==> config.mk <==
export PLATFORM = sky130hd
export DESIGN_NAME = rename_unit
export DESIGN_NICKNAME = d
export VERILOG_FILES = /design/src/rename_pkg.sv /design/src/map_table.sv /design/src/arch_map.sv /design/src/free_list.sv /design/src/free_count.sv /design/src/rename_ctrl.sv /design/src/rename_unit.sv
export SDC_FILE = /design/constraint.sdc
export NUM_CORES = 2
export LEC_CHECK = 0
export ABC_AREA = 0
export BUFFER_PORTS_ARGS = -buffer_cell sky130_fd_sc_hd__clkbuf_2
export CORE_ASPECT_RATIO = 2
export CORE_MARGIN = 2
export CORE_UTILIZATION = 58
export DETAILED_ROUTE_END_ITERATION = 10
export HOLD_SLACK_MARGIN = 0.02
export PLACE_DENSITY = 0.75
export SKIP_LAST_GASP = 1
export SLEW_MARGIN = 20
export SYNTH_ARGS = -nofsm -noshare
export SYNTH_HDL_FRONTEND = slang
export SYNTH_HIERARCHICAL = 1
export SYNTH_SLANG_ARGS = --single-unit
==> constraint.sdc <==
create_clock -name clk -period 6.45 [get_ports clk]
set_input_delay 0.9675 -clock clk [delete_from_list [all_inputs] [get_ports clk]]
set_output_delay 0.9675 -clock clk [all_outputs]
set_load 0.03 [all_outputs]
==> src/rename_pkg.sv <==
// ####################################################################
// Rename stage package.
// Register file sizes and the structs that cross the stage boundary:
// dispatch request and response, result bus and retirement.
// ####################################################################

package rename_pkg;

  localparam int NUM_AREGS  = 32;  // Architectural registers.
  localparam int NUM_PREGS  = 64;  // Physical registers.
  localparam int AREG_W     = 5;   // Architectural index width.
  localparam int PREG_W     = 6;   // Physical tag width.
  localparam int FREE_DEPTH = NUM_PREGS - NUM_AREGS;  // Free tags when idle.
  localparam int CNT_W      = 6;   // Holds 0 to FREE_DEPTH.

  // One dispatch request from the decoder.
  typedef struct packed {
    logic [AREG_W-1:0] opa_areg;   // Operand A source.
    logic [AREG_W-1:0] opb_areg;   // Operand B source.
    logic [AREG_W-1:0] dest_areg;  // Destination.
    logic              dest_wr;    // Instruction writes a register.
  } rename_req_t;

  // Rename result for the request above.
  typedef struct packed {
    logic [PREG_W-1:0] opa_preg;
    logic              opa_rdy;
    logic [PREG_W-1:0] opb_preg;
    logic              opb_rdy;
    logic [PREG_W-1:0] new_preg;   // Tag taken from the free list.
    logic [PREG_W-1:0] old_preg;   // Previous destination tag, kept by the ROB.
  } rename_rsp_t;

  // Common data bus broadcast.
  typedef struct packed {
    logic              valid;
    logic [PREG_W-1:0] preg;       // Tag whose value is now ready.
  } cdb_t;

  // One retiring instruction.
  typedef struct packed {
    logic              valid;
    logic [AREG_W-1:0] dest_areg;
    logic [PREG_W-1:0] new_preg;   // Becomes the committed mapping.
    logic [PREG_W-1:0] old_preg;   // Returned to the free list.
  } retire_t;

endpackage

==> src/map_table.sv <==
// ####################################################################
// Speculative map table.
// Architectural to physical tag map with a ready bit per register.
// Three combinational reads, one rename write, result bus wakeup and
// a single cycle restore from the retirement map.
// ####################################################################

module map_table (
  input  logic                                                     clk,
  input  logic                                                     rst,
  input  rename_pkg::rename_req_t                                  req_i,
  input  logic                                                     alloc_en_i,
  input  logic [rename_pkg::PREG_W-1:0]                            new_preg_i,
  input  rename_pkg::cdb_t                                         cdb_i,
  input  logic                                                     restore_en_i,
  input  logic [rename_pkg::NUM_AREGS-1:0][rename_pkg::PREG_W-1:0] arch_tags_i,
  output rename_pkg::rename_rsp_t                                  rsp_map_o
);

  import rename_pkg::*;

  logic [NUM_AREGS-1:0][PREG_W-1:0] map_q;
  logic [NUM_AREGS-1:0]             rdy_q;
  logic [NUM_AREGS-1:0]             cdb_hit;   // Registers holding the broadcast tag.
  logic [NUM_AREGS-1:0]             rdy_next;

  // Tag search across the whole map.
  always_comb begin
    for (int i = 0; i < NUM_AREGS; i++) begin
      cdb_hit[i] = cdb_i.valid && (map_q[i] == cdb_i.preg);
    end
  end

  // Wakeup first, then the rename clears its own bit.
  always_comb begin
    rdy_next = rdy_q | cdb_hit;
    if (alloc_en_i) begin
      rdy_next[req_i.dest_areg] = 1'b0;  // Rename beats a same cycle broadcast.
    end
  end

  // Read ports.
  always_comb begin
    rsp_map_o          = '0;
    rsp_map_o.opa_preg = map_q[req_i.opa_areg];
    rsp_map_o.opb_preg = map_q[req_i.opb_areg];
    // Broadcast bypass so an operand woken this cycle reads ready.
    rsp_map_o.opa_rdy  = rdy_q[req_i.opa_areg] | cdb_hit[req_i.opa_areg];
    rsp_map_o.opb_rdy  = rdy_q[req_i.opb_areg] | cdb_hit[req_i.opb_areg];
    rsp_map_o.old_preg = map_q[req_i.dest_areg];  // Goes to the ROB.
    rsp_map_o.new_preg = '0;                      // Filled in from the free list.
  end

  always_ff @(posedge clk) begin
    if (rst) begin
      for (int i = 0; i < NUM_AREGS; i++) begin
        map_q[i] <= PREG_W'(i);  // Identity map.
      end
      rdy_q <= '1;
    end else if (restore_en_i) begin
      map_q <= arch_tags_i;      // Committed state, all values exist.
      rdy_q <= '1;
    end else begin
      if (alloc_en_i) begin
        map_q[req_i.dest_areg] <= new_preg_i;
      end
      rdy_q <= rdy_next;
    end
  end

  // Recovery and dispatch come from separate FSM states.
  a_restore_alloc_excl: assert property (
    @(posedge clk) disable iff (rst) !(restore_en_i && alloc_en_i))
    else $error("map_table: restore and allocation in the same cycle");

endmodule

==> src/arch_map.sv <==
// ####################################################################
// Retirement map.
// Committed architectural to physical mapping, written on retire and
// read whole by the speculative map on recovery.
// ####################################################################

module arch_map (
  input  logic                                                     clk,
  input  logic                                                     rst,
  input  rename_pkg::retire_t                                      retire_i,
  output logic [rename_pkg::NUM_AREGS-1:0][rename_pkg::PREG_W-1:0] arch_tags_o
);

  import rename_pkg::*;

  logic [NUM_AREGS-1:0][PREG_W-1:0] tags_q;

  always_ff @(posedge clk) begin
    if (rst) begin
      for (int i = 0; i < NUM_AREGS; i++) begin
        tags_q[i] <= PREG_W'(i);
      end
    end else if (retire_i.valid) begin
      tags_q[retire_i.dest_areg] <= retire_i.new_preg;  // Commit.
    end
  end

  // Write through, so a restore in a retiring cycle sees the new commit.
  always_comb begin
    arch_tags_o = tags_q;
    if (retire_i.valid) begin
      arch_tags_o[retire_i.dest_areg] = retire_i.new_preg;
    end
  end

endmodule

==> src/free_list.sv <==
// ####################################################################
// Free list.
// Circular store of free physical tags. Head hands out tags, tail
// takes back tags freed at retire. Rewind moves head onto tail.
// ####################################################################

module free_list (
  input  logic                          clk,
  input  logic                          rst,
  input  logic                          pop_i,
  input  logic                          push_i,
  input  logic [rename_pkg::PREG_W-1:0] push_preg_i,
  input  logic                          rewind_i,
  output logic [rename_pkg::PREG_W-1:0] head_preg_o
);

  import rename_pkg::*;

  typedef logic [$clog2(FREE_DEPTH)-1:0] ptr_t;

  logic [FREE_DEPTH-1:0][PREG_W-1:0] slots_q;
  ptr_t                              head_q;     // Next tag to allocate.
  ptr_t                              tail_q;     // Next slot for a freed tag.
  ptr_t                              tail_next;

  // Occupancy lives in free_count, so head == tail is both full and empty.
  assign tail_next   = push_i ? tail_q + ptr_t'(1) : tail_q;
  assign head_preg_o = slots_q[head_q];

  always_ff @(posedge clk) begin
    if (rst) begin
      for (int k = 0; k < FREE_DEPTH; k++) begin
        slots_q[k] <= PREG_W'(NUM_AREGS + k);  // Tags above the identity map.
      end
      head_q <= '0;
      tail_q <= '0;
    end else begin
      if (push_i) begin
        slots_q[tail_q] <= push_preg_i;
      end
      tail_q <= tail_next;
      // Slots from tail to head still hold the tags taken since the
      // last retire, in order. Moving head back returns all of them.
      if (rewind_i) begin
        head_q <= tail_next;
      end else if (pop_i) begin
        head_q <= head_q + ptr_t'(1);
      end
    end
  end

  // During rewind the head moves to the tail only, never by an allocation.
  a_head_rewind_only: assert property (
    @(posedge clk) disable iff (rst) rewind_i |-> !pop_i)
    else $error("free_list: allocation during rewind");

endmodule

==> src/free_count.sv <==
// ####################################################################
// Free list occupancy counter.
// Counts free tags from 0 to FREE_DEPTH and flags empty.
// ####################################################################

module free_count (
  input  logic clk,
  input  logic rst,
  input  logic inc_i,     // Tag returned at retire.
  input  logic dec_i,     // Tag allocated.
  input  logic reload_i,  // Recovery.
  output logic empty_o
);

  import rename_pkg::*;

  logic [CNT_W-1:0] count_q;

  always_ff @(posedge clk) begin
    if (rst) begin
      count_q <= CNT_W'(FREE_DEPTH);
    end else if (reload_i) begin
      count_q <= CNT_W'(FREE_DEPTH);     // Every uncommitted tag is free again.
    end else if (inc_i && !dec_i) begin
      count_q <= count_q + CNT_W'(1);
    end else if (dec_i && !inc_i) begin
      count_q <= count_q - CNT_W'(1);
    end
  end

  assign empty_o = (count_q == '0);

  a_no_underflow: assert property (
    @(posedge clk) disable iff (rst) dec_i |-> !empty_o)
    else $error("free_count: allocation from an empty list");

  a_no_overflow: assert property (
    @(posedge clk) disable iff (rst) (inc_i && !dec_i) |-> (count_q != CNT_W'(FREE_DEPTH)))
    else $error("free_count: retire into a full list");

endmodule

==> src/rename_ctrl.sv <==
// ####################################################################
// Rename control FSM.
// Gates dispatch on state, flush and free list empty, and runs the
// one cycle recovery that restores the map and rewinds the list.
// ####################################################################

module rename_ctrl (
  input  logic clk,
  input  logic rst,
  input  logic req_valid_i,
  input  logic dest_wr_i,
  input  logic flush_i,      // One cycle pulse from the ROB.
  input  logic empty_i,      // No free tag left.
  output logic req_ready_o,
  output logic alloc_en_o,
  output logic restore_en_o
);

  typedef enum logic [1:0] {
    RESET,
    RUN,
    RECOVER
  } state_e;

  state_e state_q;
  state_e state_next;

  always_comb begin
    state_next = state_q;
    case (state_q)
      RESET:   state_next = RUN;
      RUN:     if (flush_i) state_next = RECOVER;
      RECOVER: state_next = flush_i ? RECOVER : RUN;  // Back to back flush restores again.
      default: state_next = RESET;
    endcase
  end

  always_ff @(posedge clk) begin
    if (rst) begin
      state_q <= RESET;
    end else begin
      state_q <= state_next;
    end
  end

  // No dispatch in the flush cycle, since that request is squashed.
  assign req_ready_o  = (state_q == RUN) && !flush_i && !empty_i;
  assign alloc_en_o   = req_valid_i && req_ready_o && dest_wr_i;
  assign restore_en_o = (state_q == RECOVER);

endmodule

==> src/rename_unit.sv <==
// ####################################################################
// Register rename stage.
// Renames one instruction per cycle over a valid/ready handshake,
// wakes operands from the result bus and recovers on flush.
// ####################################################################

module rename_unit (
  input  logic                    clk,
  input  logic                    rst,
  input  logic                    req_valid_i,
  input  rename_pkg::rename_req_t req_i,
  output logic                    req_ready_o,
  output rename_pkg::rename_rsp_t rsp_o,
  input  rename_pkg::cdb_t        cdb_i,
  input  rename_pkg::retire_t     retire_i,
  input  logic                    flush_i
);

  import rename_pkg::*;

  logic                             alloc_en;
  logic                             restore_en;
  logic                             empty;
  logic [PREG_W-1:0]                head_preg;   // Next free tag.
  logic [NUM_AREGS-1:0][PREG_W-1:0] arch_tags;
  rename_rsp_t                      rsp_map;

  rename_ctrl rename_ctrl_inst (
    .clk          (clk),
    .rst          (rst),
    .req_valid_i  (req_valid_i),
    .dest_wr_i    (req_i.dest_wr),
    .flush_i      (flush_i),
    .empty_i      (empty),
    .req_ready_o  (req_ready_o),
    .alloc_en_o   (alloc_en),
    .restore_en_o (restore_en)
  );

  map_table map_table_inst (
    .clk          (clk),
    .rst          (rst),
    .req_i        (req_i),
    .alloc_en_i   (alloc_en),
    .new_preg_i   (head_preg),
    .cdb_i        (cdb_i),
    .restore_en_i (restore_en),
    .arch_tags_i  (arch_tags),
    .rsp_map_o    (rsp_map)
  );

  arch_map arch_map_inst (
    .clk         (clk),
    .rst         (rst),
    .retire_i    (retire_i),
    .arch_tags_o (arch_tags)
  );

  free_list free_list_inst (
    .clk         (clk),
    .rst         (rst),
    .pop_i       (alloc_en),
    .push_i      (retire_i.valid),
    .push_preg_i (retire_i.old_preg),
    .rewind_i    (restore_en),
    .head_preg_o (head_preg)
  );

  free_count free_count_inst (
    .clk      (clk),
    .rst      (rst),
    .inc_i    (retire_i.valid),
    .dec_i    (alloc_en),
    .reload_i (restore_en),
    .empty_o  (empty)
  );

  // Map table answer plus the tag at the free list head.
  always_comb begin
    rsp_o          = rsp_map;
    rsp_o.new_preg = head_preg;
  end

endmodule

======== Word-level counts from Yosys, hierarchy flattened ========
Cells that the tools add are included.
storage, ports and cells
  bits in latches ......................... 0
  flip-flop bits (word level) ............. 626
  logic and storage cells ................. 243
  memories kept ........................... 0
  ROM bits ................................ 0
  bits in writable memories ............... 0
  output and inout bits ................... 27
operators by class
  $mul .................................... 0
  add/subtract/negate cells ............... 4
  magnitude comparators ................... 9
  bitwise gates (word level) .............. 5
  equality and inequality tests ........... 35
  muxes and demuxes ....................... 39
  divide/modulo/power cells ............... 0
  reduce and logical (&&, ||, !) cells .... 50
  shift-type cells ........................ 0
operator list
  operator                                                           number
  bitwise mux 192 bit                                                3
  2-to-1 mux 192 bit                                                 3
  equality test 6 bit                                                32
  binary-select mux 6 bit (select 5 bit)                             4
  demux 6 bit (select 5 bit)                                         3
  2-to-1 mux 6 bit                                                   9
  logical AND 1 bit                                                  41
  < comparator 5 x 6 -> 1 bit, second input constant                 6
  bitwise AND 32 bit                                                 1
  2-to-1 mux 32 bit                                                  1
  NOT 32 bit                                                         1
  bitwise OR 32 bit                                                  1
  binary-select mux 1 bit (select 5 bit)                             4
  greater-or-equal comparator 5 x 1 -> 1 bit, second input constant  3
  2-to-1 mux 5 bit                                                   3
  adder 5 x 1 -> 5 bit, second input constant                        2
  adder 6 x 1 -> 6 bit, second input constant                        1
  logical NOT 6 bit                                                  1
  one-hot mux 2 bit (3 select lines)                                 1
  subtractor 6 x 1 -> 6 bit, second input constant                   1
  demux 1 bit (select 5 bit)                                         1
  2-to-1 mux 1 bit                                                   5
  logical NOT 1 bit                                                  4
  2-to-1 mux 2 bit                                                   2
  other kinds (7)                                                    9

======== Logic depth before layout (Yosys ltp) ========
  depth in word-level cells ............... 8
  mapped depth ............................ 13
  gate-level depth less buffers ........... 12

======== Hierarchy ========
Netlist, hierarchy kept.
by module, submodules not included
  module       cells an instance  times used  seq. area each (sq um)  area an instance (sq um)
  map_table    1840               1           4484.3                  18078.6
  arch_map     917                1           3843.7                  9640.5
  free_list    986                1           4043.9                  9265.1
  free_count   53                 1           120.1                   455.4
  rename_ctrl  9                  1           40.0                    111.4

======== Worst setup path before layout ========
Ideal clock, no wire load.
  kind .................................... input -> output
  start ................................... input port req_i[11] (netlist name)
  end ..................................... output port rsp_o[19] (netlist name)
  required time ........................... 5.483 ns
  path buffers ............................ 4
  arrival ................................. 2.879 ns
  setup slack ............................. 2.603 ns
  cell stages on the path ................. 9
  path through ............................ buf_2 > buf_2 > buf_4 > buf_2 > and2_1 > a22oi_1 > a21oi_1 > o211ai_1 > a32oi_1
RTL lines
  what         line               RTL
  from (decl)  rename_unit.sv:11  input rename_pkg::rename_req_t req_i,
  to (decl)    rename_unit.sv:13  output rename_pkg::rename_rsp_t rsp_o,

==> out/metrics.yaml <==
placement:
  place_area_mm2: 0.0379
  gp_congestion: 1.05
  dp_hpwl_um: 91000
  io_buffers: 71
setup_path:
  r2r_start: "free_list_inst/head_q[2]"
  worstSetupEndpoint: "rsp_o[19]"
  worstPathCellList: "clkbuf_2 > buf_4 > xnor2_1 > nand4_1 > nor3_1 > a22oi_1 > a21oi_1 > o211ai_1 > a32oi_1 > clkbuf_2"
  reg2regPathDepth: 9
  cp_max_fo: 17
  crit_type: "input pin to primary output"
  startpoint: "cdb_i[1]"
  regToRegEndpoint: "map_table_inst/map_q[59]"
  cpMaxStageDelayCell: "clkbuf_2"
  critPathMaxStageDelay_ns: 0.55
  crit_arrival_ns: 3.97
  ff2ff_setup_slack_ns: 2.50
  worst_setup_path_end_kind: "primary output"
  cp_data_required_time_ns: 5.48
  start_kind: "input pin"
  cp_common_cell: "clkbuf_2"
finish:
  drive_gt1_share_pct: 22.0
  layout.nets: 3696
  area.growth.synth_to_final_pct: 6.19
  final_cell_area_mm2: 0.0398
  fill_cells: 5250
sta:
  drv_slew: 0
  max_freq_mhz: 203
  rsz0062_at_grt: "no"
  maxSlewHeadroom_pct: 8.47
  final-hold-violation-count: 0
  setup_viol: 0
  fin_crit_sh_pct: 76.5
  whs_ns: 0.460
  timing.setup.tns_ns: 0
  post-route-min-period_ns: 4.93
  tightest_slew_ns: 1.37
  fin_skew_ns: 0.0507
clocking:
  post_cts_resized: 0
  cts_buffers: 56
  postCtsSetupBuffers: 0
  htree_num_levels: 2
  clk_pin_slew_worst_paths_ns: 0.06
  clk_path_buf_depth: 3
  postCtsHoldBufs: 0
  cts_tree: "done"
  clock-sinks: 626
  clkLatencyLatePin_ns: 0.65
  root_buffer: "clkbuf_16"
floorplan:
  row_count: 131
  die_y_um: 364
  initial_utilization_pct: 58.7
  die_x_um: 184
  die_area_mm2: 0.0668
  coreArea_mm2: 0.0639
  io_pins: 72
drt:
  wl_per_cell_um: 29.7
  drt_wl_total_um: 133000
  drt_pass1_iterations: 6
  drc: 0
  viasPerCell: 6.75
  antenna_left: 0
  drtIter0Drc: 2844
  vias: 30300
worst_hold_path:
  hp-class: "flop to flop"
yosys:
  netlist_area_mm2: 0.0375
  avgSynthCellArea_um2: 9.87
  ys_warn_count: 6
  syn-num-nets: 3854
  netlist_instances: 3798
power_and_ir_drop:
  p_int_mw: 6.25
  seq_power_share_pct: 45.5
  p_sw_share_pct: 27.7
  pwr-share-clk_pct: 41.6
  irDropWorstVdd_v: 0.000215
  p_leak_nw: 14.9
  p_sw_mw: 2.39
  power_density_mw_per_mm2: 217
  p_comb_share_pct: 12.9
  p_total_mw: 8.65
run:
  cap_violations: 0
global_route:
  grt_max_degree: 155
  grt.overflow.total: 0
  grt_first_pass_wirelength_um: 197000
  grt_pass1_vias: 30100
  antenna_found_initial: 15
  grtUsageTotal_pct: 39.9
status:
  status: "finished, final reports clean"
==> routing by layer <==
metal	up-vias	global-route usage [%]	share of wire, %	wire, um
met5	-	0	0.045	60
met4	10	34.0	10	13800
met3	667	9.01	8.2	10900
met2	1651	66.6	48	64100
met1	14700	42.4	33	44400
li1	13300	-	-	-
==> layout by cell type (no fill, tap or decap), types with 44 or more instances in the layout <==
| cell type | count |
|---|---|
| clkbuf_16 | 58 |
| a21oi_1 | 221 |
| xor2_1 | 87 |
| nor2_1 | 412 |
| nand2b_1 | 197 |
| o21ai_0 | 158 |
| buf_4 | 77 |
| clkbuf_2 | 65 |
| mux2_2 | 289 |
| dfxtp_1 | 623 |
| nand2_1 | 207 |
| xnor2_1 | 116 |
| mux2i_1 | 442 |
| nand4_1 | 44 |
| a211o_1 | 55 |
| mux4_2 | 218 |
| nand3b_1 | 65 |
==> cell type report <==
| cell class | count | area [um^2] | share of cell area (%) |
|---|---|---|---|
| multi-input combinational | 2789 | 23300 | 58.5 |
| sequential | 626 | 12500 | 31.5 |
| clock buffer | 85 | 1660 | 4.18 |
| timing repair buffer | 148 | 1000 | 2.52 |
| tap | 798 | 998 | 2.51 |
| clock inverter | 16 | 254 | 0.638 |
| inverter | 19 | 71.3 | 0.179 |
| antenna | 8 | 20.0 | 0.0503 |
==> state kept, by name, indices dropped and copies added (netlist names) <==
| register | cells |
|---|---|
| map_table_inst/rdy_q | 32 |
| rename_ctrl_inst/state_q | 2 |
| arch_map_inst/tags_q | 192 |
| free_list_inst/slots_q | 192 |
| free_count_inst/count_q | 6 |
| free_list_inst/head_q | 5 |
| map_table_inst/map_q | 192 |
| free_list_inst/tail_q | 5 |
==> how the worst min path moves through the flow <==
stage,from,to,depth (start not counted)
finish,free_list_inst/slots_q[61],free_list_inst/slots_q[61],1
global route,free_list_inst/slots_q[46],free_list_inst/slots_q[46],2
CTS,free_list_inst/slots_q[46],free_list_inst/slots_q[46],2
detailed placement,free_list_inst/slots_q[101],free_list_inst/slots_q[101],1
global placement,free_list_inst/slots_q[59],free_list_inst/slots_q[59],1
floorplan,free_list_inst/slots_q[63],free_list_inst/slots_q[63],1
==> stage by stage <==
stage               setup WS, ns  cells  utilization [%]
global placement            1.62   4380             59.2
global route                1.40   4482             62.3
detailed placement          1.63   4380             59.3
floorplan                   2.60   3798                -
CTS                         1.62   4481             62.3
finish                      1.52   4489             62.3
==> power groups by stage <==
| stage | clock network (mW) | logic (mW) | registers [mW] |
|---|---|---|---|
| final | 3.60 | 1.12 | 3.93 |
| after global routing | 3.76 | 1.14 | 3.94 |
| after CTS | 3.62 | 1.08 | 3.93 |
| after detailed placement | 0 | 1.08 | 4.02 |
| after global placement | 0 | 1.07 | 4.02 |
| after floorplan | 0 | 0.710 | 4.00 |
==> critical path: cells and delay by family <==
| family | cells | cell delay (ns) |
|---|---|---|
| buffers and inverters | 3 | 1.28 |
| AO/OA/AOI/OAI | 4 | 0.98 |
| AND/OR/NAND/NOR | 2 | 0.52 |
| XOR/XNOR | 1 | 0.16 |
No activity file was read; power rests on OpenSTA's default activity.
